$ cat src/include/cache_defs.svh
`ifndef CACHE_DEFS_SVH
`define CACHE_DEFS_SVH

// Processor side widths
`define CACHE_WORD_W         32
`define CACHE_PROC_ADDR_W    30

// Memory side widths, word 0 in the low bits of a block
`define CACHE_WORDS_PER_LINE 4
`define CACHE_BLOCK_W        (`CACHE_WORD_W * `CACHE_WORDS_PER_LINE)
`define CACHE_MEM_ADDR_W     28

`endif

$ cat src/hw/cache_pkg.sv
`default_nettype none

`include "cache_defs.svh"

package cache_pkg;

    // Words in one cache line
    localparam int words_per_line = `CACHE_WORDS_PER_LINE;

    // Data types
    typedef logic [`CACHE_WORD_W-1:0]  word_t;
    typedef logic [`CACHE_BLOCK_W-1:0] block_t;

    // Processor word address and memory block address
    typedef logic [`CACHE_PROC_ADDR_W-1:0] proc_addr_t;
    typedef logic [`CACHE_MEM_ADDR_W-1:0]  mem_addr_t;

    // Miss handling states
    typedef enum logic [1:0] {
        st_idle       = 2'b00,
        st_write_back = 2'b01,
        st_refill     = 2'b10,
        st_unused     = 2'b11
    } cache_state_e;

endpackage

`default_nettype wire

$ cat src/hw/cache_array_if.sv
`timescale 1ns/1ps
`default_nettype none

interface cache_array_if;
    import cache_pkg::*;

    ////////////////////////////////////////////////////////////
    // Lookup results from the line store
    ////////////////////////////////////////////////////////////
    logic      hit;
    logic      dirty;
    mem_addr_t victim_addr;

    ////////////////////////////////////////////////////////////
    // Update strobes from the controller
    ////////////////////////////////////////////////////////////
    logic      word_we;
    logic      fill_en;

    modport ctrl (
        input  hit,
        input  dirty,
        input  victim_addr,
        output word_we,
        output fill_en
    );

    modport store (
        output hit,
        output dirty,
        output victim_addr,
        input  word_we,
        input  fill_en
    );

endinterface

`default_nettype wire

$ cat src/hw/cache_ctrl.sv
`timescale 1ns/1ps
`default_nettype none

module cache_ctrl (
    input  logic                  clk,
    input  logic                  rst_n,
    input  logic                  proc_read,
    input  logic                  proc_write,
    input  logic                  mem_ready,
    cache_array_if.ctrl           arr,
    input  cache_pkg::proc_addr_t proc_addr,
    output logic                  proc_stall,
    output logic                  mem_read,
    output logic                  mem_write,
    output cache_pkg::mem_addr_t  mem_addr
);
    import cache_pkg::*;

    cache_state_e state_q;
    cache_state_e state_d;
    logic         req;

    // Any processor access pending
    assign req = proc_read | proc_write;

    ////////////////////////////////////////////////////////////
    // State register
    ////////////////////////////////////////////////////////////
    always_ff @(posedge clk or negedge rst_n) begin
        if (!rst_n) begin
            state_q <= st_idle;
        end else begin
            state_q <= state_d;
        end
    end

    ////////////////////////////////////////////////////////////
    // Next state
    ////////////////////////////////////////////////////////////
    always_comb begin
        state_d = state_q;
        case (state_q)
            st_idle: begin
                // Dirty victim goes out before the new line comes in
                if (req && !arr.hit) begin
                    if (arr.dirty) begin
                        state_d = st_write_back;
                    end else begin
                        state_d = st_refill;
                    end
                end
            end
            st_write_back: begin
                if (mem_ready) begin
                    state_d = st_refill;
                end
            end
            st_refill: begin
                // Line is valid next cycle, the access then hits
                if (mem_ready) begin
                    state_d = st_idle;
                end
            end
            default: begin
                state_d = st_idle;
            end
        endcase
    end

    ////////////////////////////////////////////////////////////
    // Processor side
    ////////////////////////////////////////////////////////////

    // Held while a miss is being served
    assign proc_stall = req && ((state_q != st_idle) || !arr.hit);

    // Write hits go straight into the array
    assign arr.word_we = (state_q == st_idle) && proc_write && arr.hit;

    // Capture the refill block only when memory answers
    assign arr.fill_en = (state_q == st_refill) && mem_ready;

    ////////////////////////////////////////////////////////////
    // Memory side
    ////////////////////////////////////////////////////////////

    // Requests follow the next state
    assign mem_read  = (state_d == st_refill);
    assign mem_write = (state_d == st_write_back);

    // Victim block on write back, else block of the request
    always_comb begin
        if (state_d == st_write_back) begin
            mem_addr = arr.victim_addr;
        end else begin
            mem_addr = proc_addr[$bits(proc_addr_t)-1 -: $bits(mem_addr_t)];
        end
    end

    // Only one memory request at a time
    a_mem_req_onehot: assert property (
        @(posedge clk) disable iff (!rst_n) !(mem_read && mem_write)
    ) else $error("mem_read and mem_write asserted together");

    a_state_legal: assert property (
        @(posedge clk) disable iff (!rst_n) state_q != st_unused
    ) else $error("controller entered an unused state");

endmodule

`default_nettype wire

$ cat src/hw/cache_line_store.sv
`timescale 1ns/1ps
`default_nettype none

module cache_line_store #(
    parameter int line_count = 8
) (
    input  logic                  clk,
    input  logic                  rst_n,
    cache_array_if.store          arr,
    input  cache_pkg::proc_addr_t proc_addr,
    input  cache_pkg::word_t      proc_wdata,
    input  cache_pkg::block_t     mem_rdata,
    output cache_pkg::word_t      proc_rdata,
    output cache_pkg::block_t     mem_wdata
);
    import cache_pkg::*;

    // Address split is offset, index, then tag in the top bits
    localparam int word_w   = $bits(word_t);
    localparam int offset_w = $clog2(words_per_line);
    localparam int index_w  = $clog2(line_count);
    localparam int tag_w    = $bits(mem_addr_t) - index_w;

    ////////////////////////////////////////////////////////////
    // Storage
    ////////////////////////////////////////////////////////////
    block_t                data_q [line_count];
    logic [tag_w-1:0]      tag_q  [line_count];
    logic [line_count-1:0] valid_q;
    logic [line_count-1:0] dirty_q;

    // Fields of the current processor address
    logic [offset_w-1:0]   offset;
    logic [index_w-1:0]    index;
    logic [tag_w-1:0]      tag;

    assign offset = proc_addr[offset_w-1:0];
    assign index  = proc_addr[offset_w +: index_w];
    assign tag    = proc_addr[offset_w + index_w +: tag_w];

    ////////////////////////////////////////////////////////////
    // Lookup
    ////////////////////////////////////////////////////////////

    // Invalid lines never hit, whatever their tag holds
    assign arr.hit = valid_q[index] && (tag_q[index] == tag);

    assign arr.dirty = dirty_q[index];

    // Block address of whatever line sits at this index
    assign arr.victim_addr = {tag_q[index], index};

    // Selected word for reads
    assign proc_rdata = data_q[index][offset*word_w +: word_w];

    // Whole line for write back
    assign mem_wdata = data_q[index];

    ////////////////////////////////////////////////////////////
    // Data and tag update
    ////////////////////////////////////////////////////////////
    always_ff @(posedge clk) begin
        if (arr.fill_en) begin
            data_q[index] <= mem_rdata;
            tag_q[index]  <= tag;
        end else if (arr.word_we) begin
            data_q[index][offset*word_w +: word_w] <= proc_wdata;
        end
    end

    ////////////////////////////////////////////////////////////
    // Valid and dirty bits
    ////////////////////////////////////////////////////////////
    always_ff @(posedge clk or negedge rst_n) begin
        if (!rst_n) begin
            valid_q <= '0;
            dirty_q <= '0;
        end else if (arr.fill_en) begin
            // Fresh line matches memory
            valid_q[index] <= 1'b1;
            dirty_q[index] <= 1'b0;
        end else if (arr.word_we) begin
            dirty_q[index] <= 1'b1;
        end
    end

    // Fill and word write come from different controller states
    a_update_onehot: assert property (
        @(posedge clk) disable iff (!rst_n) !(arr.word_we && arr.fill_en)
    ) else $error("word write and line fill in the same cycle");

endmodule

`default_nettype wire

$ cat src/hw/cache_top.sv
`timescale 1ns/1ps
`default_nettype none

module cache_top #(
    parameter int line_count = 8
) (
    input  logic                  clk,
    input  logic                  rst_n,

    // Processor port
    input  logic                  proc_read,
    input  logic                  proc_write,
    input  cache_pkg::proc_addr_t proc_addr,
    input  cache_pkg::word_t      proc_wdata,
    output logic                  proc_stall,
    output cache_pkg::word_t      proc_rdata,

    // Memory port
    output logic                  mem_read,
    output logic                  mem_write,
    output cache_pkg::mem_addr_t  mem_addr,
    input  cache_pkg::block_t     mem_rdata,
    output cache_pkg::block_t     mem_wdata,
    input  logic                  mem_ready
);

    // Lookup results and update strobes
    cache_array_if arr_if ();

    cache_ctrl u_ctrl (
        .clk        (clk),
        .rst_n      (rst_n),
        .proc_read  (proc_read),
        .proc_write (proc_write),
        .mem_ready  (mem_ready),
        .arr        (arr_if.ctrl),
        .proc_addr  (proc_addr),
        .proc_stall (proc_stall),
        .mem_read   (mem_read),
        .mem_write  (mem_write),
        .mem_addr   (mem_addr)
    );

    cache_line_store #(
        .line_count (line_count)
    ) u_store (
        .clk        (clk),
        .rst_n      (rst_n),
        .arr        (arr_if.store),
        .proc_addr  (proc_addr),
        .proc_wdata (proc_wdata),
        .mem_rdata  (mem_rdata),
        .proc_rdata (proc_rdata),
        .mem_wdata  (mem_wdata)
    );

endmodule

`default_nettype wire

$ cat config.mk
export PLATFORM = sky130hd
export DESIGN_NAME = cache_top
export DESIGN_NICKNAME = d
export VERILOG_FILES = /design/src/hw/cache_pkg.sv /design/src/hw/cache_array_if.sv /design/src/hw/cache_ctrl.sv /design/src/hw/cache_line_store.sv /design/src/hw/cache_top.sv
export VERILOG_INCLUDE_DIRS = /design/src /design/src/include
export SDC_FILE = /design/constraint.sdc
export NUM_CORES = 1
export LEC_CHECK = 0
export CAP_MARGIN = 5
export CORE_MARGIN = 2
export CORE_UTILIZATION = 47
export DETAILED_ROUTE_END_ITERATION = 12
export DONT_BUFFER_PORTS = 1
export PLACE_DENSITY_LB_ADDON = 0.3
export SYNTH_ARGS = -nofsm -noshare
export SYNTH_HDL_FRONTEND = slang
export SYNTH_HIERARCHICAL = 1
export SYNTH_SLANG_ARGS = --single-unit
$ cat constraint.sdc
create_clock -name clk -period 11.55 [get_ports clk]
set_input_delay 1.155 -clock clk [delete_from_list [all_inputs] [get_ports clk]]
set_output_delay 1.155 -clock clk [all_outputs]
set_load 0.01 [all_outputs]
# Word-level counts from Yosys, hierarchy flattened
# Memory sizes are Yosys's and may differ from the RTL's.
# Index checks and enable logic that the tools add are counted.
totals:
  register_bits: 18
  ramBits: 1224
  input_bits: 195
  out_inout_bits: 191
  word_cells: 308
  n_memories: 2
classes:
  n_addsub: 1
  order_cmp: 2
  eq_ne: 5
  n_shift: 3
  mux: 147
  n_bitwise: 133
  reduce_logical: 12
mem_list:
  columns: ["name", "words", "word_bits", "read_ports", "rd_ports_with_merged_regs", "write_ports", "line_no", "source"]
  rows:
  - ["u_store.data_q", 8, 128, 1, 0, 1, "cache_line_store.sv:27", "block_t data_q [line_count];"]
  - ["u_store.tag_q", 8, 25, 1, 0, 1, "cache_line_store.sv:28", "logic [tag_w-1:0] tag_q [line_count];"]
op_table:
  columns: ["operator", "count"]
  rows:
  - ["two-way mux 1 bit", 135]
  - ["OR 1 bit", 129]
  - ["two-way mux 128 bit", 1]
  - ["variable shift 32 x 34 -> 128 bit, first input constant", 1]
  - ["variable part select 128 x 8 -> 32 bit", 1]
  - ["variable part select 32 x 34 -> 128 bit", 1]
  - ["negator 7 -> 34 bit", 1]
  - ["two-way mux 28 bit", 1]
  - ["equality test 25 bit", 1]
  - ["two-way mux 8 bit", 2]
  - ["OR 8 bit", 2]
  - ["bitwise AND 8 bit", 1]
  - ["two-way mux 2 bit", 4]
  - ["NOT 8 bit", 1]
  - ["logical AND 1 bit", 7]
  - ["binary-select mux 1 bit (select 3 bit)", 2]
  - ["one-hot mux 2 bit (3 select lines)", 1]
  - ["equality test 2 x 1 -> 1 bit, second input constant", 2]
  - ["equality test 2 bit, second input constant", 2]
  - ["< comparator 3 x 4 -> 1 bit, second input constant", 1]
  - ["nonzero test 2 bit", 2]
  - ["demux 1 bit (select 3 bit)", 1]
  - ["greater-or-equal comparator 3 x 1 -> 1 bit, second input constant", 1]
  - ["logical NOT 2 bit", 1]
  - ["2 further kinds", 2]

# Depth between registers and ports, before layout
# Gate-level depths: netlist (run 1).
logic_depth:
  ltp_word: 9
  mapped_depth: 18
  ltp_nobuf: 12

# Cells and area by module
# Netlist (run 1), hierarchy kept.
modules_own_cells:
  columns: ["module", "n_inst", "cells_per_inst", "area_each_um2", "seq_area_each_um2"]
  rows:
  - ["cache_line_store", 1, 2737, 49100.8, 37155.6]
  - ["cache_ctrl", 1, 50, 500.5, 50.0]

# Worst setup path before layout (run 1)
# OpenSTA, ideal clock, no wires.
synth_path:
  path_kind: "input to register"
  from: "input proc_addr[2]"
  to: "memory u_store/data_q[0][100] (netlist bit), enable pin"
  setup_ns: 0.421
  arrival_ns: 5.143
  t_required_ns: 11.129
  setup_slack_ns: 5.986
  cell_stages: 13
  n_path_buf: 4
  cell_sequence: "buf_6 > buf_6 > buf_8 > mux2i_1 > a221oi_1 > xnor2_1 > o21ai_0 > or4_1 > nor4_2 > and3_1 > clkbuf_1 > a21oi_1 > nor2_1"
synth_via:
  elab_chain_len: 8
  elab_cells_between_ends: 10
  classes_between: "eq/ne: 1; mux: 5; bitwise: 1; reduce/logical: 2; memory: 1"
synth_rtl:
  columns: ["element", "line_no", "source"]
  rows:
  - ["start: declaration", "cache_top.sv:13", "input cache_pkg::proc_addr_t proc_addr,"]
  - ["memory (8 x 25 bit)", null, null]
  - ["via arr_if.victim_addr[19]", "cache_array_if.sv:12", "mem_addr_t victim_addr;"]
  - ["equality test 25 bit", "cache_line_store.sv:46", "assign arr.hit = valid_q[index] && (tag_q[index] == tag);"]
  - ["logical AND 1 bit", "cache_line_store.sv:46", null]
  - ["via arr_if.hit", "cache_array_if.sv:10", "logic hit;"]
  - ["logical AND 1 bit", "cache_ctrl.sv:78", "assign arr.word_we = (state_q == st_idle) && proc_write && arr.hit;"]
  - ["via arr_if.word_we", "cache_array_if.sv:17", "logic word_we;"]
  - ["two-way mux 1 bit", "cache_line_store.sv:66", "end else if (arr.word_we) begin"]
  - ["two-way mux 1 bit", "cache_line_store.sv:63", "if (arr.fill_en) begin"]
  - ["two-way mux 128 bit (implied by the code)", "cache_line_store.sv:67", "data_q[index][offset*word_w +: word_w] <= proc_wdata;"]
  - ["OR 1 bit (no line)", null, null]
  - ["end: declaration", "cache_line_store.sv:27", null]
# The timed path passes the listed nets, and every way through them passes these cells. The select of a mux whose other input is x is not followed.

# Final worst setup path (run 1)
layout_path:
  from: "input proc_addr[3]"
  to: "output mem_addr[27]"
layout_via:
  elab_chain_len: 9
  elab_cells_between_ends: 14
  classes_between: "eq/ne: 2; mux: 8; reduce/logical: 3; memory: 1"
layout_rtl:
  columns: ["element", "line_no", "source"]
  rows:
  - ["memory (8 x 25 bit)", null, null]
  - ["via arr_if.victim_addr[19]", "cache_array_if.sv:12", null]
  - ["equality test 25 bit", "cache_line_store.sv:46", null]
  - ["logical AND 1 bit", "cache_line_store.sv:46", null]
  - ["via arr_if.hit", "cache_array_if.sv:10", null]
  - ["logical NOT 1 bit", "cache_ctrl.sv:45", "if (req && !arr.hit) begin"]
  - ["logical AND 1 bit", "cache_ctrl.sv:45", null]
  - ["two-way mux 2 bit", "cache_ctrl.sv:45", null]
  - ["one-hot mux 2 bit (3 select lines)", "cache_ctrl.sv:42", "case (state_q)"]
  - ["equality test 2 x 1 -> 1 bit", "cache_ctrl.sv:93", "if (state_d == st_write_back) begin"]
  - ["two-way mux 28 bit", "cache_ctrl.sv:93", null]
  - ["end: declaration", "cache_top.sv:21", "output cache_pkg::mem_addr_t mem_addr,"]
# The timed path passes the listed nets, and every way through them passes these cells. The select of a mux whose other input is x is not followed.

==> reports/qor.tcl, run 1 <==
set qor(post-route-min-period_ns) 6.80
set qor(synth_cell_type_count) 61
set qor(rsz0062_at_grt) {false}
set qor(met3_usage_pct) 11.6
set qor(powerDensity_mw_per_mm2) 171
set qor(final_global_route_overflow_total) 0
set qor(gr-usage-all-layers_pct) 31.1
set qor(global_route.peak_usage_layer) {met2}
set qor(synth-seq-cells) 1242
set qor(initial_core_util_pct) 47.3
set qor(drv.max_cap_violation_count) 0
set qor(outcome) {finished, final reports clean}
set qor(postSynthCellCount) 2787
set qor(synth_warnings) 6
set qor(setup_viol) 0
set qor(required_time_worst_endpoint_ns) 10.40
set qor(met2_usage_pct) 47.4
set qor(post_cts_setup_repair_buffer_count) 0
set qor(clock_tree_buf_depth) 3
set qor(timing.rr.start) {u_store/tag_q[5][16]}
set qor(critical_path_arrival_ns) 5.65
set qor(vdd.ir_drop.worst_v) 0.000119
set qor(worstHoldPathType) {in -> async}
set qor(regToRegSetupSlack_ns) 5.68
set qor(worst_setup_sp_type) {input pin}
set qor(timing_worst_slew_pin_value_ns) 1.36
set qor(num-fill-cells) 8250
set qor(proportion_of_synthesized_flip_flops_having_asynchronous_set_or_reset_pct) 1.45
set qor(count_of_flip_flops_with_a_built_in_enable_after_synthesis) 1224
set qor(slew_violations) 0
set qor(synth.avg_cell_area_um2) 17.8
set qor(final_critical_path_setup_slack_ns) 4.75
set qor(use_met1_pct) 39.7
set qor(postSynthNetCount) 2987
set qor(syn_area_mm2) 0.0496
set qor(pre_cts_setup_slack_ns) 4.33
set qor(hold_violations) 0
set qor(drt_pass1_iterations) 5
set qor(avgRoutedWirePerCell_um) 39.5
set qor(clk_pin_slew_ns) 0.06
set qor(clock_tree_from_tritoncts) {done}
set qor(antenna_found_initial) 39
set qor(setup.worst_path.class) {in -> out}
set qor(drcViolationCount) 0
set qor(die_area_mm2) 0.108
set qor(grt_max_degree) 280
set qor(post_synth_top_flop) {edfxtp_1}
set qor(synth_seq_area_share_pct) 75.0
set qor(die_h_um) 329
set qor(timing.fmax_mhz) 147
set qor(clk-insertion-delay-late_ns) 0.73
set qor(totalWireLength_mm) 171
set qor(io-pin-count) 386
set qor(power.static_leakage_nw) 17.7
set qor(timing.critical_path.to_type) {output port}
set qor(dp_hpwl_mm) 105
set qor(numCtsBuffers) 119
set qor(gp_congestion) 0.861
set qor(cts_hold_buf) 0
set qor(numPortBuffers) 0
set qor(setup_tns_ns) 0
set qor(worstPathMaxFanout) 177
set qor(skew_ns) 0.0365
set qor(finalNetCount) 3009
set qor(detail-route-antenna-nets) 0
set qor(route.detailed.vias_per_inst) 6.80
set qor(area.growth.synth_to_final_pct) 11.1
set qor(worstRegToRegCells) 13
set qor(finalHoldWorstSlack_ns) 0.138
set qor(regToRegEndpoint) {u_store/data_q[0][125]}
set qor(ctsResizeCount) 0
set qor(cts.sinks) 1242
set qor(initialDrtViolationCount) 4223
set qor(grt_pass1_vias) 27800
set qor(placementRows) 119
set qor(timing.slew.headroom_pct) 8.60
set qor(fraction_of_layout_instances_using_a_drive_strength_above_1_pct) 18.0
set qor(root_buffer) {clkbuf_16}
set qor(fin_crit_sh_pct) 58.9
set qor(grt_first_pass_wirelength_mm) 231
set qor(horizontal_die_dimension_um) 329
set qor(ctsHtreeMaxLevel) 3
set qor(detailroute.via_count) 29400
set qor(placeableCoreArea_mm2) 0.105
placed cells by master, fill, tap and decap left out, types with 8 or more instances in the layout:
cell type	count
a21oi_1	106
a221o_1	30
a221oi_1	152
a221oi_2	12
a222oi_1	9
a22o_1	162
a22oi_1	69
and3_1	15
buf_4	94
clkbuf_1	35
clkbuf_16	121
clkinv_1	27
clkinv_2	24
dfrtp_1	18
diode_2	18
edfxtp_1	1224
mux2_2	95
mux2_4	10
mux2i_1	166
mux4_2	69
nand2_1	77
nand3_1	10
nor2_1	114
nor2_4	46
o21ai_0	40
o21ai_1	24
o221ai_1	21
o22ai_1	17
or2_2	8
xnor2_1	9
xor2_1	15
cells in the mapped netlist (all sizes together), types with 65 or more instances:
cell / number / area [um^2]
nand2: 82 / 310
a22o: 162 / 1420
nor2: 161 / 622
a21oi: 110 / 551
a22oi: 69 / 518
o21ai: 65 / 329
mux4: 70 / 1580
a221oi: 164 / 1510
mux2: 110 / 1280
clkbuf: 77 / 289
buf: 116 / 797
edfxtp: 1224 / 36800
mux2i: 166 / 1660
flip-flops by register name, indices dropped and copies added, names as in the netlist, named ones only:
register / count
u_store/valid_q: 8
u_store/tag_q: 200
u_ctrl/state_q: 2
u_store/data_q: 1024
metrics by stage:
step | area, um^2 | power, mW | instances | util, %
4_1_cts | 55100 | 9.42 | 4302 | 52.4
2_1_floorplan | 49600 | 5.58 | 2787 | -
6_report | 55100 | 9.41 | 4320 | 52.5
5_1_grt | 55100 | 9.63 | 4317 | 52.5
3_3_place_gp | 51400 | 5.77 | 4079 | 48.9
3_5_place_dp | 51400 | 5.79 | 4079 | 48.9
worst max path at each step:
| stage | depth (start not counted) | slack [ns] | start | to |
|---|---|---|---|---|
| 2_1_floorplan | 13 | 5.99 | proc_addr[2] | u_store/data_q[0][100] |
| 3_3_place_gp | 13 | 4.43 | proc_addr[3] | u_store/data_q[5][110] |
| 3_5_place_dp | 13 | 4.33 | proc_addr[3] | u_store/data_q[7][122] |
| 4_1_cts | 11 | 4.82 | proc_addr[3] | mem_addr[25] |
| 5_1_grt | 12 | 4.67 | proc_addr[2] | mem_addr[12] |
| 6_report | 11 | 4.75 | proc_addr[3] | mem_addr[27] |
critical path, cell delays in order:
cell	delay (ns)
clkinv_2	0.67
nor2_4	0.46
a221oi_1	0.18
xnor2_1	0.26
o21ai_0	0.14
or4_1	0.57
nor4_2	0.39
o21ba_2	0.23
a32oi_2	0.57
buf_4	0.44
mux2_2	0.44
power by group:
group | switching [mW] | internal [mW] | total, mW
Combinational | 0.447 | 0.204 | 0.651
Sequential | 0.0203 | 5.03 | 5.05
Clock | 1.65 | 2.05 | 3.70
Total | 2.12 | 7.29 | 9.41
layout make-up:
type	instances	area, um^2	area share (%)
Antenna cell	18	45.0	0.0817
Clock buffer	158	3190	5.78
Clock inverter	65	495	0.899
Inverter	9	36.3	0.0659
Multi-Input combinational cell	1343	11700	21.2
Sequential cell	1242	37200	67.5
Tap cell	1391	1740	3.16
Timing Repair Buffer	94	706	1.28
metal layers:
layer	wire length (um)	part of all wire [%]
met5	249	0.15
met4	8220	4.8
met3	24900	15
met2	78100	46
met1	59400	35
kinds of logic after synthesis:
kind of cell	synth area share, %
muxes	9.11
and+or+nand+nor	2.66
DFF	75.0
xor gates and xnor gates	0.424
adders and majority gates	0.126
buffers and inverters	2.26
AOI/OAI and AO/OA	10.4
(Power assumes the default switching activity.)
==> run 2: changes to the inputs <==
- clock period: 11.55 -> 5.8 ns (I/O delays scaled with it)
==> reports/qor.tcl, run 2 (synthesis results as in run 1) <==
set qor(worstRegToRegCells) 14 ;# +1
set qor(min_to) {u_ctrl/state_q[1]}
set qor(clk-insertion-delay-late_ns) 0.74 ;# about the same
set qor(clock_tree_from_tritoncts) {done}
set qor(setup_tns_ns) 0 ;# unchanged
set qor(cts.sinks) 1242 ;# unchanged
set qor(met3_usage_pct) 11.5 ;# -0.060 points
set qor(power.static_leakage_nw) 18.2 ;# +3.2%
set qor(placementRows) 119 ;# unchanged
set qor(critical_path_arrival_ns) 4.61 ;# -1.04 ns
set qor(worst_hold_startpoint) {mem_ready}
set qor(final_cell_count_no_fill) 4399 ;# +1.8%
set qor(antenna_found_initial) 43 ;# +10%
set qor(multi_input_area_mm2) 0.0117 ;# unchanged
set qor(slew_violations) 0 ;# unchanged
set qor(final_global_route_overflow_total) 0 ;# unchanged
set qor(stdcell_area_mm2) 0.0564 ;# +2.3%
set qor(drv.max_cap_violation_count) 0 ;# unchanged
set qor(area_of_all_sequential_standard_cells_mm2) 0.0372 ;# unchanged
set qor(io-pin-count) 386 ;# unchanged
set qor(drcViolationCount) 0 ;# unchanged
set qor(detailroute.via_count) 30100 ;# +2.6%
set qor(finalNetCount) 3077 ;# +2.3%
set qor(global_route.peak_usage_layer) {met2}
set qor(grt_first_pass_wirelength_mm) 230 ;# -0.37%
set qor(timing.critical_path.to_type) {output port}
set qor(gp_congestion) 0.852 ;# -1.0%
set qor(worstPathMaxFanout) 206 ;# +16%
set qor(met2_usage_pct) 46.3 ;# -1.0 points
set qor(die_area_mm2) 0.108 ;# unchanged
set qor(top_register) {u_store/data_q}
set qor(cts_hold_buf) 27 ;# +27
set qor(reg.largest.list) {u_store/data_q x1024, u_store/tag_q x200, u_store/valid_q x8}
set qor(area.growth.synth_to_final_pct) 13.6
set qor(clock_tree_buf_depth) 3 ;# unchanged
set qor(rsz0062_at_grt) {false}
set qor(timing.slew.headroom_pct) 22.3 ;# +14 points
set qor(timing.hold.worst_path_depth) 2
set qor(ctsHtreeMaxLevel) 4 ;# +1
set qor(outcome) {finished, final reports clean}
set qor(most-common-layout-cells) {1224 x edfxtp_1, 166 x mux2i_1, 162 x a22o_1, 152 x a221oi_1, 133 x clkbuf_16}
set qor(setup.worst_path.class) {in -> out}
set qor(root_buffer) {clkbuf_16}
set qor(timing_worst_slew_pin_value_ns) 1.17 ;# -0.191 ns
set qor(dp_hpwl_mm) 104 ;# -1.1%
set qor(post-route-min-period_ns) 5.19
set qor(gr-usage-all-layers_pct) 31.1 ;# -0.040 points
set qor(route.detailed.vias_per_inst) 6.85 ;# +0.76%
set qor(detailed_place.area_mm2) 0.0518 ;# +0.93%
set qor(avgRoutedWirePerCell_um) 38.7 ;# -2.2%
set qor(numPortBuffers) 0 ;# unchanged
set qor(powerDensity_mw_per_mm2) 347 ;# +100%
set qor(grt_max_degree) 280 ;# unchanged
set qor(post_cts_setup_repair_buffer_count) 0 ;# unchanged
set qor(initialDrtViolationCount) 4688 ;# +11%
set qor(initial_core_util_pct) 47.3 ;# unchanged
set qor(worst_setup_sp_type) {input pin}
set qor(placeableCoreArea_mm2) 0.105 ;# unchanged
set qor(fin_crit_sh_pct) 89.4
set qor(ctsResizeCount) 0 ;# unchanged
set qor(grt_pass1_vias) 28200 ;# +1.5%
set qor(numCtsBuffers) 130 ;# +9.2%
set qor(regToRegEndpoint) {u_store/data_q[6][78]}
set qor(timing.rr.start) {u_store/tag_q[6][11]}
set qor(largest_register_ff_count) 1024 ;# unchanged
set qor(die_h_um) 329 ;# unchanged
set qor(use_met1_pct) 39.3 ;# -0.36 points
set qor(setup_viol) 0 ;# unchanged
set qor(regToRegSetupSlack_ns) 0.98 ;# -4.70 ns
set qor(detail-route-antenna-nets) 0 ;# unchanged
set qor(mostFrequentLayoutCell) {edfxtp_1}
set qor(clk_pin_slew_ns) 0.05 ;# about the same
set qor(horizontal_die_dimension_um) 329 ;# unchanged
set qor(drt_pass1_iterations) 6 ;# +1
set qor(totalWireLength_mm) 170 ;# -0.39%
set qor(placed_cells_incl_taps) 4109 ;# +0.74%
set qor(worstHoldPathType) {in -> reg}
set qor(fraction_of_layout_instances_using_a_drive_strength_above_1_pct) 19.3 ;# +1.3 points
set qor(hold_violations) 0 ;# unchanged
set qor(vdd.ir_drop.worst_v) 0.000266 ;# +120%
set qor(finalHoldWorstSlack_ns) 0.0573 ;# -0.0806 ns
set qor(skew_ns) 0.0324 ;# -0.00411 ns
set qor(timing.fmax_mhz) 193
set qor(required_time_worst_endpoint_ns) 5.22 ;# -5.18 ns
set qor(num-fill-cells) 7966 ;# -3.4%
==> run 2: cell count changes in the layout (fill, tap and decap cells not counted), moves of 2 or more <==
| cell | before | now |
|---|---|---|
| inv_6 | 2 | 7 |
| clkinv_8 | 2 | 4 |
| clkbuf_16 | 121 | 133 |
| clkbuf_8 | 2 | 5 |
| dlygate4sd3_1 | 0 | 27 |
| buf_4 | 94 | 104 |
| clkinv_2 | 24 | 19 |
| buf_12 | 0 | 20 |
| bufinv_16 | 5 | 10 |
| clkinv_1 | 27 | 21 |
| clkbuf_1 | 35 | 30 |
| diode_2 | 18 | 30 |
==> run 2: through the flow <==
stage | power, mW | util, % | setup WS (ns)
2_1_floorplan | 11.1 | - | 0.811
3_3_place_gp | 11.5 | 49.4 | 0.731
3_5_place_dp | 11.5 | 49.4 | 0.708
4_1_cts | 19.6 | 53.6 | 0.695
5_1_grt | 20.0 | 53.7 | 0.619
6_report | 19.5 | 53.7 | 0.614
==> run 2: critical path: stages <==
cell	delay [ns]
and2_2	0.56
a22o_1	0.25
a221oi_1	0.33
xnor2_1	0.17
nand4_1	0.14
or4_1	0.50
nor4_2	0.39
o21ba_2	0.25
a32oi_2	0.22
buf_4	0.43
mux2_2	0.48
==> run 2: worst max-delay path by stage <==
| stage | end | depth (start not counted) | from |
|---|---|---|---|
| 2_1_floorplan | u_store/data_q[0][100] | 13 | proc_addr[2] |
| 4_1_cts | mem_addr[15] | 12 | u_store/tag_q[6][11] |
| 5_1_grt | mem_addr[20] | 12 | u_store/tag_q[5][16] |
| 3_3_place_gp | u_store/data_q[0][89] | 14 | proc_addr[2] |
| 6_report | mem_addr[20] | 11 | proc_addr[2] |
| 3_5_place_dp | u_store/data_q[1][83] | 13 | proc_addr[2] |
==> run 2: where the power goes <==
group          internal [mW]  switching (mW)  total (mW)  leakage, nW
logic                  0.440           0.912        1.35         4.93
clock network           4.74            3.37        8.11         2.03
registers               10.0          0.0404        10.1         11.3
==> run 2: cell type report <==
class	count	area share, %
Antenna cell	30	0.133
Clock buffer	168	6.23
Clock inverter	65	1.17
Inverter	9	0.0644
Multi-Input combinational cell	1343	20.7
Sequential cell	1242	66.0
Tap cell	1391	3.09
Timing Repair Buffer	151	2.58
==> run 2: metal layers <==
metal / vias to the layer above / part of all wire, %
met5: - / 0.17
met4: 44 / 5.3
met3: 461 / 15
met2: 2467 / 46
met1: 15400 / 34
li1: 11800 / -
